### config.mk
export PLATFORM = sky130hd
export DESIGN_NAME = max_pool_flat
export DESIGN_NICKNAME = d
export VERILOG_FILES = /design/src/common/pool_pkg.sv /design/src/common/sp_ram_intf.sv /design/src/max_pool/max_pool.sv /design/src/flat_wrapper.sv
export SDC_FILE = /design/constraint.sdc
export NUM_CORES = 1
export LEC_CHECK = 0
export ABC_AREA = 1
export BUFFER_PORTS_ARGS = -buffer_cell sky130_fd_sc_hd__buf_2
export CAP_MARGIN = 40
export CELL_PAD_IN_SITES_DETAIL_PLACEMENT = 0
export CELL_PAD_IN_SITES_GLOBAL_PLACEMENT = 2
export CORE_ASPECT_RATIO = 1.1
export CORE_MARGIN = 1.5
export CORE_UTILIZATION = 35
export CTS_CLUSTER_SIZE = 30
export DETAILED_ROUTE_END_ITERATION = 8
export PLACE_DENSITY_LB_ADDON = 0.1
export SYNTH_ARGS = -nofsm -noshare
export SYNTH_HDL_FRONTEND = slang
export SYNTH_SLANG_ARGS = --single-unit
### constraint.sdc
create_clock -name clk -period 9.74 [get_ports clk]
set_input_delay 0.974 -clock clk [delete_from_list [all_inputs] [get_ports clk]]
set_output_delay 0.974 -clock clk [all_outputs]
set_load 0.02 [all_outputs]
### src/common/pool_pkg.sv
package pool_pkg;

  // memory word address, shared by every port
  typedef logic [11:0] addr_t;

  // every memory in the design is one byte wide
  typedef logic [7:0] word_t;

  // signed feature map value
  typedef logic signed [7:0] pixel_t;

  // word offsets inside the parameter block
  localparam addr_t PARAM_NUM_ROW     = 12'd0;
  localparam addr_t PARAM_NUM_CHANNEL = 12'd1;
  localparam addr_t PARAM_KERNEL      = 12'd2;

  // kernel is stored as the raw window width
  localparam word_t KERNEL_2 = 8'd2;
  localparam word_t KERNEL_8 = 8'd8;

  localparam pixel_t PIXEL_MIN = 8'sh80;

  typedef enum logic [1:0] {
    SEL_PARAM,
    SEL_INPUT,
    SEL_OUTPUT
  } host_sel_t;

  typedef enum logic [2:0] {
    S_IDLE,
    S_LOAD_PARAM,
    S_LOAD_INPUT,
    S_WRITE,
    S_FINISH
  } pool_state_t;

endpackage

### src/common/sp_ram_intf.sv
interface sp_ram_intf import pool_pkg::*; ();

  // access enable, write when we is also high
  logic  cs;
  logic  we;
  addr_t addr;
  word_t wdata;
  // one cycle after a read, held while cs is low
  word_t rdata;

  modport compute (
    output cs,
    output we,
    output addr,
    output wdata,
    input  rdata
  );

  modport memory (
    input  cs,
    input  we,
    input  addr,
    input  wdata,
    output rdata
  );

endinterface

### src/max_pool/max_pool.sv
module max_pool import pool_pkg::*; (
  input  logic        clk,
  input  logic        rstn,
  input  logic        start,
  output logic        finish,
  sp_ram_intf.compute param_bus,
  sp_ram_intf.compute input_bus,
  sp_ram_intf.compute output_bus
);

  pool_state_t state;
  pool_state_t state_next;

  // shared by the parameter load and the window element count
  logic [6:0] cnt;

  word_t num_row;
  word_t num_channel;
  word_t kernel;

  logic [1:0] log2_k;
  logic [2:0] k_last;
  logic [6:0] win_size;
  // windows per map row
  logic [4:0] m;

  logic [2:0] kx;
  logic [2:0] ky;
  logic [4:0] col;

  addr_t n_a;
  addr_t row_jump;
  addr_t win_back;
  addr_t out_total;
  addr_t param_addr;
  addr_t in_addr;
  addr_t out_addr;

  pixel_t rd_pix;
  pixel_t max_val;

  logic param_done;
  logic win_done;
  logic last_out;

  // unsupported widths run as 2x2
  always_comb begin
    case (kernel)
      KERNEL_2: log2_k = 2'd1;
      KERNEL_8: log2_k = 2'd3;
      default:  log2_k = 2'd1;
    endcase
  end

  assign k_last   = 3'((4'd1 << log2_k) - 4'd1);
  assign win_size = 7'd1 << (2 * log2_k);
  assign m        = 5'(num_row >> log2_k);

  assign n_a      = addr_t'(num_row);
  // from the last pixel of a window row to the first of the next
  assign row_jump = n_a - addr_t'(k_last);
  // from bottom-right of a window back up to the next window's top-left
  assign win_back = addr_t'(k_last) * n_a - 12'd1;
  assign out_total = addr_t'(m) * addr_t'(m) * addr_t'(num_channel);

  assign param_done = (cnt == 7'd3);
  assign win_done   = (cnt == win_size);
  assign last_out   = (out_addr == out_total - 12'd1);

  always_ff @(posedge clk or negedge rstn) begin
    if (!rstn) begin
      state <= S_IDLE;
    end else begin
      state <= state_next;
    end
  end

  always_comb begin
    case (state)
      S_IDLE:       state_next = start ? S_LOAD_PARAM : S_IDLE;
      S_LOAD_PARAM: state_next = param_done ? S_LOAD_INPUT : S_LOAD_PARAM;
      S_LOAD_INPUT: state_next = win_done ? S_WRITE : S_LOAD_INPUT;
      S_WRITE:      state_next = last_out ? S_FINISH : S_LOAD_INPUT;
      S_FINISH:     state_next = S_IDLE;
      default:      state_next = S_IDLE;
    endcase
  end

  always_ff @(posedge clk or negedge rstn) begin
    if (!rstn) begin
      cnt <= '0;
    end else begin
      case (state)
        S_LOAD_PARAM: cnt <= param_done ? '0 : cnt + 7'd1;
        S_LOAD_INPUT: cnt <= win_done ? '0 : cnt + 7'd1;
        default:      cnt <= '0;
      endcase
    end
  end

  // parameter reads go out on cnt 0..2, data returns one cycle later
  assign param_addr = addr_t'(cnt);

  always_ff @(posedge clk or negedge rstn) begin
    if (!rstn) begin
      num_row     <= '0;
      num_channel <= '0;
      kernel      <= '0;
    end else if (state == S_LOAD_PARAM && cnt != 7'd0) begin
      case (param_addr - 12'd1)
        PARAM_NUM_ROW:     num_row     <= param_bus.rdata;
        PARAM_NUM_CHANNEL: num_channel <= param_bus.rdata;
        PARAM_KERNEL:      kernel      <= param_bus.rdata;
        default:           ;
      endcase
    end
  end

  // window walk, one step per issued read
  always_ff @(posedge clk or negedge rstn) begin
    if (!rstn) begin
      in_addr <= '0;
      kx      <= '0;
      ky      <= '0;
      col     <= '0;
    end else if (state == S_IDLE && start) begin
      in_addr <= '0;
      kx      <= '0;
      ky      <= '0;
      col     <= '0;
    end else if (state == S_LOAD_INPUT && !win_done) begin
      if (kx != k_last) begin
        kx      <= kx + 3'd1;
        in_addr <= in_addr + 12'd1;
      end else if (ky != k_last) begin
        kx      <= '0;
        ky      <= ky + 3'd1;
        in_addr <= in_addr + row_jump;
      end else begin
        kx <= '0;
        ky <= '0;
        if (col != m - 5'd1) begin
          col     <= col + 5'd1;
          in_addr <= in_addr - win_back;
        end else begin
          // next band, also covers the step into the next channel
          col     <= '0;
          in_addr <= in_addr + 12'd1;
        end
      end
    end
  end

  assign rd_pix = pixel_t'(input_bus.rdata);

  // cnt 0 has no data back yet, so reseed there
  always_ff @(posedge clk) begin
    if (state == S_LOAD_INPUT) begin
      if (cnt == 7'd0) begin
        max_val <= PIXEL_MIN;
      end else if (rd_pix > max_val) begin
        max_val <= rd_pix;
      end
    end
  end

  always_ff @(posedge clk or negedge rstn) begin
    if (!rstn) begin
      out_addr <= '0;
    end else if (state == S_IDLE && start) begin
      out_addr <= '0;
    end else if (state == S_WRITE) begin
      out_addr <= out_addr + 12'd1;
    end
  end

  assign param_bus.cs    = (state == S_LOAD_PARAM) && !param_done;
  assign param_bus.we    = 1'b0;
  assign param_bus.addr  = param_addr;
  assign param_bus.wdata = '0;

  assign input_bus.cs    = (state == S_LOAD_INPUT) && !win_done;
  assign input_bus.we    = 1'b0;
  assign input_bus.addr  = in_addr;
  assign input_bus.wdata = '0;

  assign output_bus.cs    = (state == S_WRITE);
  assign output_bus.we    = (state == S_WRITE);
  assign output_bus.addr  = out_addr;
  assign output_bus.wdata = word_t'(max_val);

  assign finish = (state == S_FINISH);

endmodule

### src/flat_wrapper.sv
// flat-port wrapper written by rule: the top's interface ports become plain ports
module max_pool_flat import pool_pkg::*;
  (clk, rstn, start, finish, param_bus_cs, param_bus_we, param_bus_addr, param_bus_wdata, param_bus_rdata, input_bus_cs, input_bus_we, input_bus_addr, input_bus_wdata, input_bus_rdata, output_bus_cs, output_bus_we, output_bus_addr, output_bus_wdata, output_bus_rdata);
  sp_ram_intf param_bus_i ();
  sp_ram_intf input_bus_i ();
  sp_ram_intf output_bus_i ();
  input  logic clk;
  input  logic rstn;
  input  logic start;
  output logic finish;
  output wire logic [$bits(param_bus_i.cs)-1:0] param_bus_cs;
  output wire logic [$bits(param_bus_i.we)-1:0] param_bus_we;
  output wire logic [$bits(param_bus_i.addr)-1:0] param_bus_addr;
  output wire logic [$bits(param_bus_i.wdata)-1:0] param_bus_wdata;
  input wire logic [$bits(param_bus_i.rdata)-1:0] param_bus_rdata;
  output wire logic [$bits(input_bus_i.cs)-1:0] input_bus_cs;
  output wire logic [$bits(input_bus_i.we)-1:0] input_bus_we;
  output wire logic [$bits(input_bus_i.addr)-1:0] input_bus_addr;
  output wire logic [$bits(input_bus_i.wdata)-1:0] input_bus_wdata;
  input wire logic [$bits(input_bus_i.rdata)-1:0] input_bus_rdata;
  output wire logic [$bits(output_bus_i.cs)-1:0] output_bus_cs;
  output wire logic [$bits(output_bus_i.we)-1:0] output_bus_we;
  output wire logic [$bits(output_bus_i.addr)-1:0] output_bus_addr;
  output wire logic [$bits(output_bus_i.wdata)-1:0] output_bus_wdata;
  input wire logic [$bits(output_bus_i.rdata)-1:0] output_bus_rdata;
  assign param_bus_cs = param_bus_i.cs;
  assign param_bus_we = param_bus_i.we;
  assign param_bus_addr = param_bus_i.addr;
  assign param_bus_wdata = param_bus_i.wdata;
  assign param_bus_i.rdata = param_bus_rdata;
  assign input_bus_cs = input_bus_i.cs;
  assign input_bus_we = input_bus_i.we;
  assign input_bus_addr = input_bus_i.addr;
  assign input_bus_wdata = input_bus_i.wdata;
  assign input_bus_i.rdata = input_bus_rdata;
  assign output_bus_cs = output_bus_i.cs;
  assign output_bus_we = output_bus_i.we;
  assign output_bus_addr = output_bus_i.addr;
  assign output_bus_wdata = output_bus_i.wdata;
  assign output_bus_i.rdata = output_bus_rdata;
  max_pool u_core (.clk(clk), .rstn(rstn), .start(start), .finish(finish), .param_bus(param_bus_i), .input_bus(input_bus_i), .output_bus(output_bus_i));
endmodule
==> results of run 1 <==
==> stage by stage <==
step | area, um2 | utilization [%] | setup WS, ps
6_report | 9990 | 39.3 | 1540
5_1_grt | 9990 | 39.3 | 793
4_1_cts | 9990 | 39.3 | 1420
3_5_place_dp | 9690 | 38.1 | 1450
3_3_place_gp | 9660 | 38.0 | 1540
2_1_floorplan | 9160 | - | 2470
==> worst max-delay path, delay by kind of cell, from the launching register on <==
family                   cells  cell delay, ps
adder cells (fa/ha/maj)      9            4060
AND/OR/NAND/NOR             18            2090
AO/OA/AOI/OAI                4             700
buffers and inverters        8             630
flip-flops                   1             380
XOR/XNOR                     1             200
==> logic make-up after synthesis <==
logic type	after synthesis
DFF	77
xor gates and xnor gates	57
buffers and inverters	289
and+or+nand+nor	553
other	1
adders and majority gates	147
AOI/OAI and AO/OA	147
==> layout by cell type (no fill, tap or decap), types with 2 or more instances in the layout <==
cell        instances
nand2_1           295
inv_1             236
ha_1              100
nor2_1             99
nand3_1            87
dfrtp_1            69
a21oi_1            62
buf_2              61
o21ai_0            49
fa_1               47
xor2_1             40
nand4_1            27
conb_1             23
xnor2_1            17
nor3_1             15
o21ai_1            12
clkbuf_16           9
inv_2               8
edfxtp_1            8
nand2_2             7
nand3b_1            6
or2_2               5
clkinv_1            4
o21bai_1            4
buf_4               4
nor2_4              3
a21o_1              3
nor3b_1             3
o22ai_1             3
nor4_1              2
o211ai_1            2
a221oi_1            2
inv_6               2
clkinvlp_4          2
==> sequential cells by signal (all words and copies together), names as in the netlist <==
| register | flops |
|---|---|
| u_core.output_bus.addr | 12 |
| u_core.num_row | 8 |
| u_core.cnt | 7 |
| u_core.num_channel | 8 |
| u_core.state | 3 |
| u_core.output_bus.wdata | 8 |
| u_core.kx | 3 |
| u_core.ky | 3 |
| u_core.col | 5 |
| u_core.input_bus.addr | 12 |
| u_core.kernel | 8 |
==> layout make-up <==
type	instances	area, um2
clock buffer	9	225
clock inverter	7	68.8
fill	2826	15400
inverter	249	936
multi-input combinational	927	5990
sequential	77	1970
tap	346	433
timing repair buffer	66	363
==> path summary, 6_finish.rpt <==
path / start / end / cells after the start
hold / removal: rstn / u_core.input_bus.addr[11] / 1
hold reg to reg: u_core.kernel[3] / u_core.kernel[3] / 2
setup / recovery: u_core.kernel[0] / u_core.state[1] / 40
setup reg to reg: u_core.kernel[0] / u_core.state[1] / 40
max in group asynchronous: rstn / u_core.state[1] / 3
min in group clk: u_core.kernel[3] / u_core.kernel[3] / 2
==> per-layer routing <==
layer | vias to the layer above | GRT usage [%] | wire, um
met3 | 11 | 1.53 | 330
li1 | 4096 | - | -
met2 | 72 | 33.0 | 11700
met5 | - | 0 | 0
met4 | 0 | 3.98 | 223
met1 | 3536 | 23.4 | 11000
==> results.json, run 1 <==
{
  "synth.top_cell.area_share_pct": 19.0,
  "vias_per_cell": 4.59,
  "drt_first_pass_iters": 4,
  "required_ps": 9970,
  "die-area_um2": 26900,
  "hp-class": "in2async",
  "cts_setup_buffers": 0,
  "port_buffers": 62,
  "max_freq_mhz": 122,
  "drive_gt1_share_pct": 8.54,
  "cts_sinks": 77,
  "tns_ps": 0,
  "final_antenna_net_count": 0,
  "antenna_found_initial": 0,
  "clk_latency_ps": 350,
  "critPathArrivalTime_ps": 8430,
  "grt_usage_pct": 18.2,
  "r2r_slack_ps": 1540,
  "drt_iter0_drc": 344,
  "synth-compound-area-share_pct": 9.06,
  "overflow": 0,
  "period_minus_slack_ps": 8200,
  "ys.flop_type": "dfrtp_1",
  "synthAdderAreaFrac_pct": 24.2,
  "clock_path_buffers": 2,
  "worstSetupPathType": "reg2reg",
  "synth_cell_types": 48,
  "rows": 61,
  "grt_pass1_vias": 7609,
  "period_share_pct": 84.1,
  "crit_fanout": 14,
  "synth_xor_area_share_pct": 5.50,
  "finalHoldViolations": 0,
  "synth.area.mux_share_pct": 0,
  "synth.most_common_cell": "nand2_1",
  "ios": 94,
  "syn_inst": 1271,
  "ys_ff_latch": 77,
  "nets": 1504,
  "cpPeakStageDelay_ps": 550,
  "drv_slew": 0,
  "clk_pin_slew_ps": 70,
  "crit_path_start_kind": "flip-flop",
  "cts_tree": "yes",
  "diodes": 0,
  "rsz0062_at_grt": "no",
  "worst_pin_slew_ps": 860,
  "synth_edf_count": 8,
  "core-area_um2": 25400,
  "start_util_pct": 35.7,
  "grt_max_degree": 51,
  "setup_viol": 0,
  "syn-mean-instance-area_um2": 7.14,
  "dp.cells": 1665,
  "drv_cap": 0,
  "drc": 0,
  "dp_hpwl_um": 19400,
  "relSlewSlack_pct": 42.5,
  "clock_skew_ps": 11.1,
  "yosys.area.top_type": "dfrtp_1",
  "numCtsBuffers": 9,
  "area_growth_syn_to_layout_pct": 10.0,
  "synth_top_cells_by_count": "295 x nand2_1, 236 x inv_1, 100 x ha_1, 99 x nor2_1, 87 x nand3_1",
  "synthTopCellsByArea": "dfrtp_1 19%, ha_1 14%, nand2_1 12%",
  "drt_wl_total_um": 23300,
  "status": "completed",
  "synth_top_family_by_area": "simple AND/OR/NAND/NOR gates",
  "cts_resized": 0,
  "hold_ws_ps": 442,
  "dr_total_vias": 7715,
  "wire_per_inst_um": 13.9,
  "cts-hold-fix-buffers": 0,
  "htree_levels": 3,
  "synth_area_um2": 9070,
  "root_buffer": "clkbuf_16",
  "stdcell_count": 1681,
  "cp-end-kind": "flip-flop",
  "worst_path_most_repeated_cell": "nand2_1",
  "synthSimpleGateAreaFrac_pct": 26.4,
  "die_height_um": 172,
  "die_w_um": 157,
  "async_flop_share_pct": 89.6,
  "ys_seq_area_share_pct": 21.7,
  "synth_warnings": 0,
  "slowest_stage": "fa_1",
  "grt_pass1_wl_um": 38500,
  "gp_congestion": 0.755
}
Power of run 1 is left out: the tool's default activity adds up to more than one toggle a clock period on the data nets, which glitch-free logic cannot reach.
==> inputs of run 2 (changes only) <==
CORE_UTILIZATION = 31   (was 35)
clock period = 7.45 ns   (was 9.74 ns; I/O delays follow)
==> run 2 against run 1 <==
  * Count of clock-buffer cells in the layout did not move
  * Fmax rose by 14%
  * Register-to-register slack got worse by 1300 ps
  * Global-route usage fell by 1.1 points
  * Flip-flop and latch count did not move
  * Worst hold slack got worse by 170 ps
  * Core utilization fell by 2.3 points
  * Critical path depth fell by 1
  * Critical path type unchanged
==> results.json, run 2 (synthesis gave the netlist of run 1 again) <==
{
  "status": "completed",
  "drt_first_pass_iters": 5,
  "cp-startpoint": "u_core.kernel[2]",
  "rr_worst_depth": 39,
  "relSlewSlack_pct": 45.6,
  "hold_ws_ps": 277,
  "tns_ps": 0,
  "grt_pass1_vias": 8175,
  "required_ps": 7680,
  "die_height_um": 182,
  "timing.rr.start": "u_core.kernel[2]",
  "worst_pin_slew_ps": 816,
  "start_util_pct": 31.6,
  "clock_skew_ps": 21.5,
  "clk_latency_ps": 360,
  "die-area_um2": 30300,
  "hp-class": "in2async",
  "wire_per_inst_um": 14.1,
  "dp_hpwl_um": 20500,
  "crit_path_start_kind": "flip-flop",
  "area_growth_syn_to_layout_pct": 17.1,
  "die_w_um": 166,
  "worstSetupPathType": "reg2reg",
  "cpPeakStageDelay_ps": 560,
  "diodes": 0,
  "drive_gt1_share_pct": 15.6,
  "r2r_end": "u_core.state[1]",
  "finalHoldViolations": 0,
  "period_minus_slack_ps": 7190,
  "drc": 0,
  "final_cell_mix": "276 x nand2_1, 227 x inv_1, 95 x nor2_1, 95 x ha_1, 80 x nand3_1",
  "drt_wl_total_um": 24700,
  "numCtsBuffers": 9,
  "stdcell_count": 1755,
  "endpoint": "u_core.state[1]",
  "grt_usage_pct": 17.1,
  "drt_iter0_drc": 263,
  "core-area_um2": 28700,
  "period_share_pct": 96.6,
  "grt_pass1_wl_um": 41500,
  "htree_levels": 3,
  "grt_max_degree": 50,
  "dr_total_vias": 7957,
  "root_buffer": "clkbuf_16",
  "overflow": 0,
  "setup_viol": 0,
  "drv_cap": 0,
  "rows": 65,
  "cts-hold-fix-buffers": 0,
  "ios": 94,
  "dp.cells": 1734,
  "setup_ws_ps": 255,
  "final_common_cell": "nand2_1",
  "clk_pin_slew_ps": 70,
  "drv_slew": 0,
  "cts_tree": "yes",
  "port_buffers": 62,
  "cts_sinks": 77,
  "nets": 1556,
  "max_freq_mhz": 139,
  "critPathArrivalTime_ps": 7420,
  "gp_congestion": 0.808,
  "vias_per_cell": 4.53,
  "rsz0062_at_grt": "yes",
  "r2r_slack_ps": 260,
  "clock_path_buffers": 2,
  "cp-end-kind": "flip-flop",
  "crit_fanout": 6,
  "antenna_found_initial": 0,
  "final_antenna_net_count": 0,
  "place_ws_ps": -251,
  "slowest_stage": "fa_1",
  "nFillCells": 3180
}
[run 2: cell count changes in the layout (fill, tap and decap cells not counted), sizes merged]
cell / change
buf: +52
clkinv: -1
clkinvlp: +1
[run 2: stage by stage]
step	area, um2	utilization [%]
after detailed placement	10100	35.0
after global placement	10100	35.0
final	10600	37.0
after global routing	10600	37.0
after CTS	10500	36.4
after floorplan	9160	-
[run 2: how the worst min path moves through the flow]
stage,startpoint,to,depth (start not counted)
4_1_cts,rstn,u_core.input_bus.addr[10],1
6_report,rstn,u_core.input_bus.addr[10],1
3_3_place_gp,u_core.kernel[3],u_core.kernel[3],2
3_5_place_dp,u_core.kernel[3],u_core.kernel[3],2
5_1_grt,rstn,u_core.input_bus.addr[10],1
2_1_floorplan,rstn,u_core.cnt[0],0
[run 2: area by class of cell]
type	count	area, um2	share of cell area [%]
well taps	368	460	4.33
clock buffers	9	225	2.12
inverters	249	936	8.81
repair buffers	118	756	7.11
clock inverters	7	67.6	0.636
multi-input cells	927	6220	58.5
flip-flops and latches	77	1970	18.5
[run 2: critical path, delay by kind of cell, from the launching register on]
family / cells / cell delay, ps
and+or+nand+nor: 18 / 1780
buffers and inverters: 7 / 320
adders and majority gates: 9 / 3770
DFF: 1 / 390
AOI/OAI and AO/OA: 4 / 650
xor gates and xnor gates: 1 / 190
[run 2: repair_timing]
action	4_1_cts	5_1_grt
pin swaps	22	39
setup endpoints to repair	2	2
gates resized for setup	24	44
buffers inserted	1	4
[run 2: layer usage]
metal  track usage, %  wire length [um]  vias to the layer above
met5                0                 0                        -
met1             21.5             11400                     3668
met3             1.69               438                       15
met4             3.35               242                        0
li1                 -                 -                     4190
met2             31.5             12600                       84
Power of run 2 is left out for the same reason.
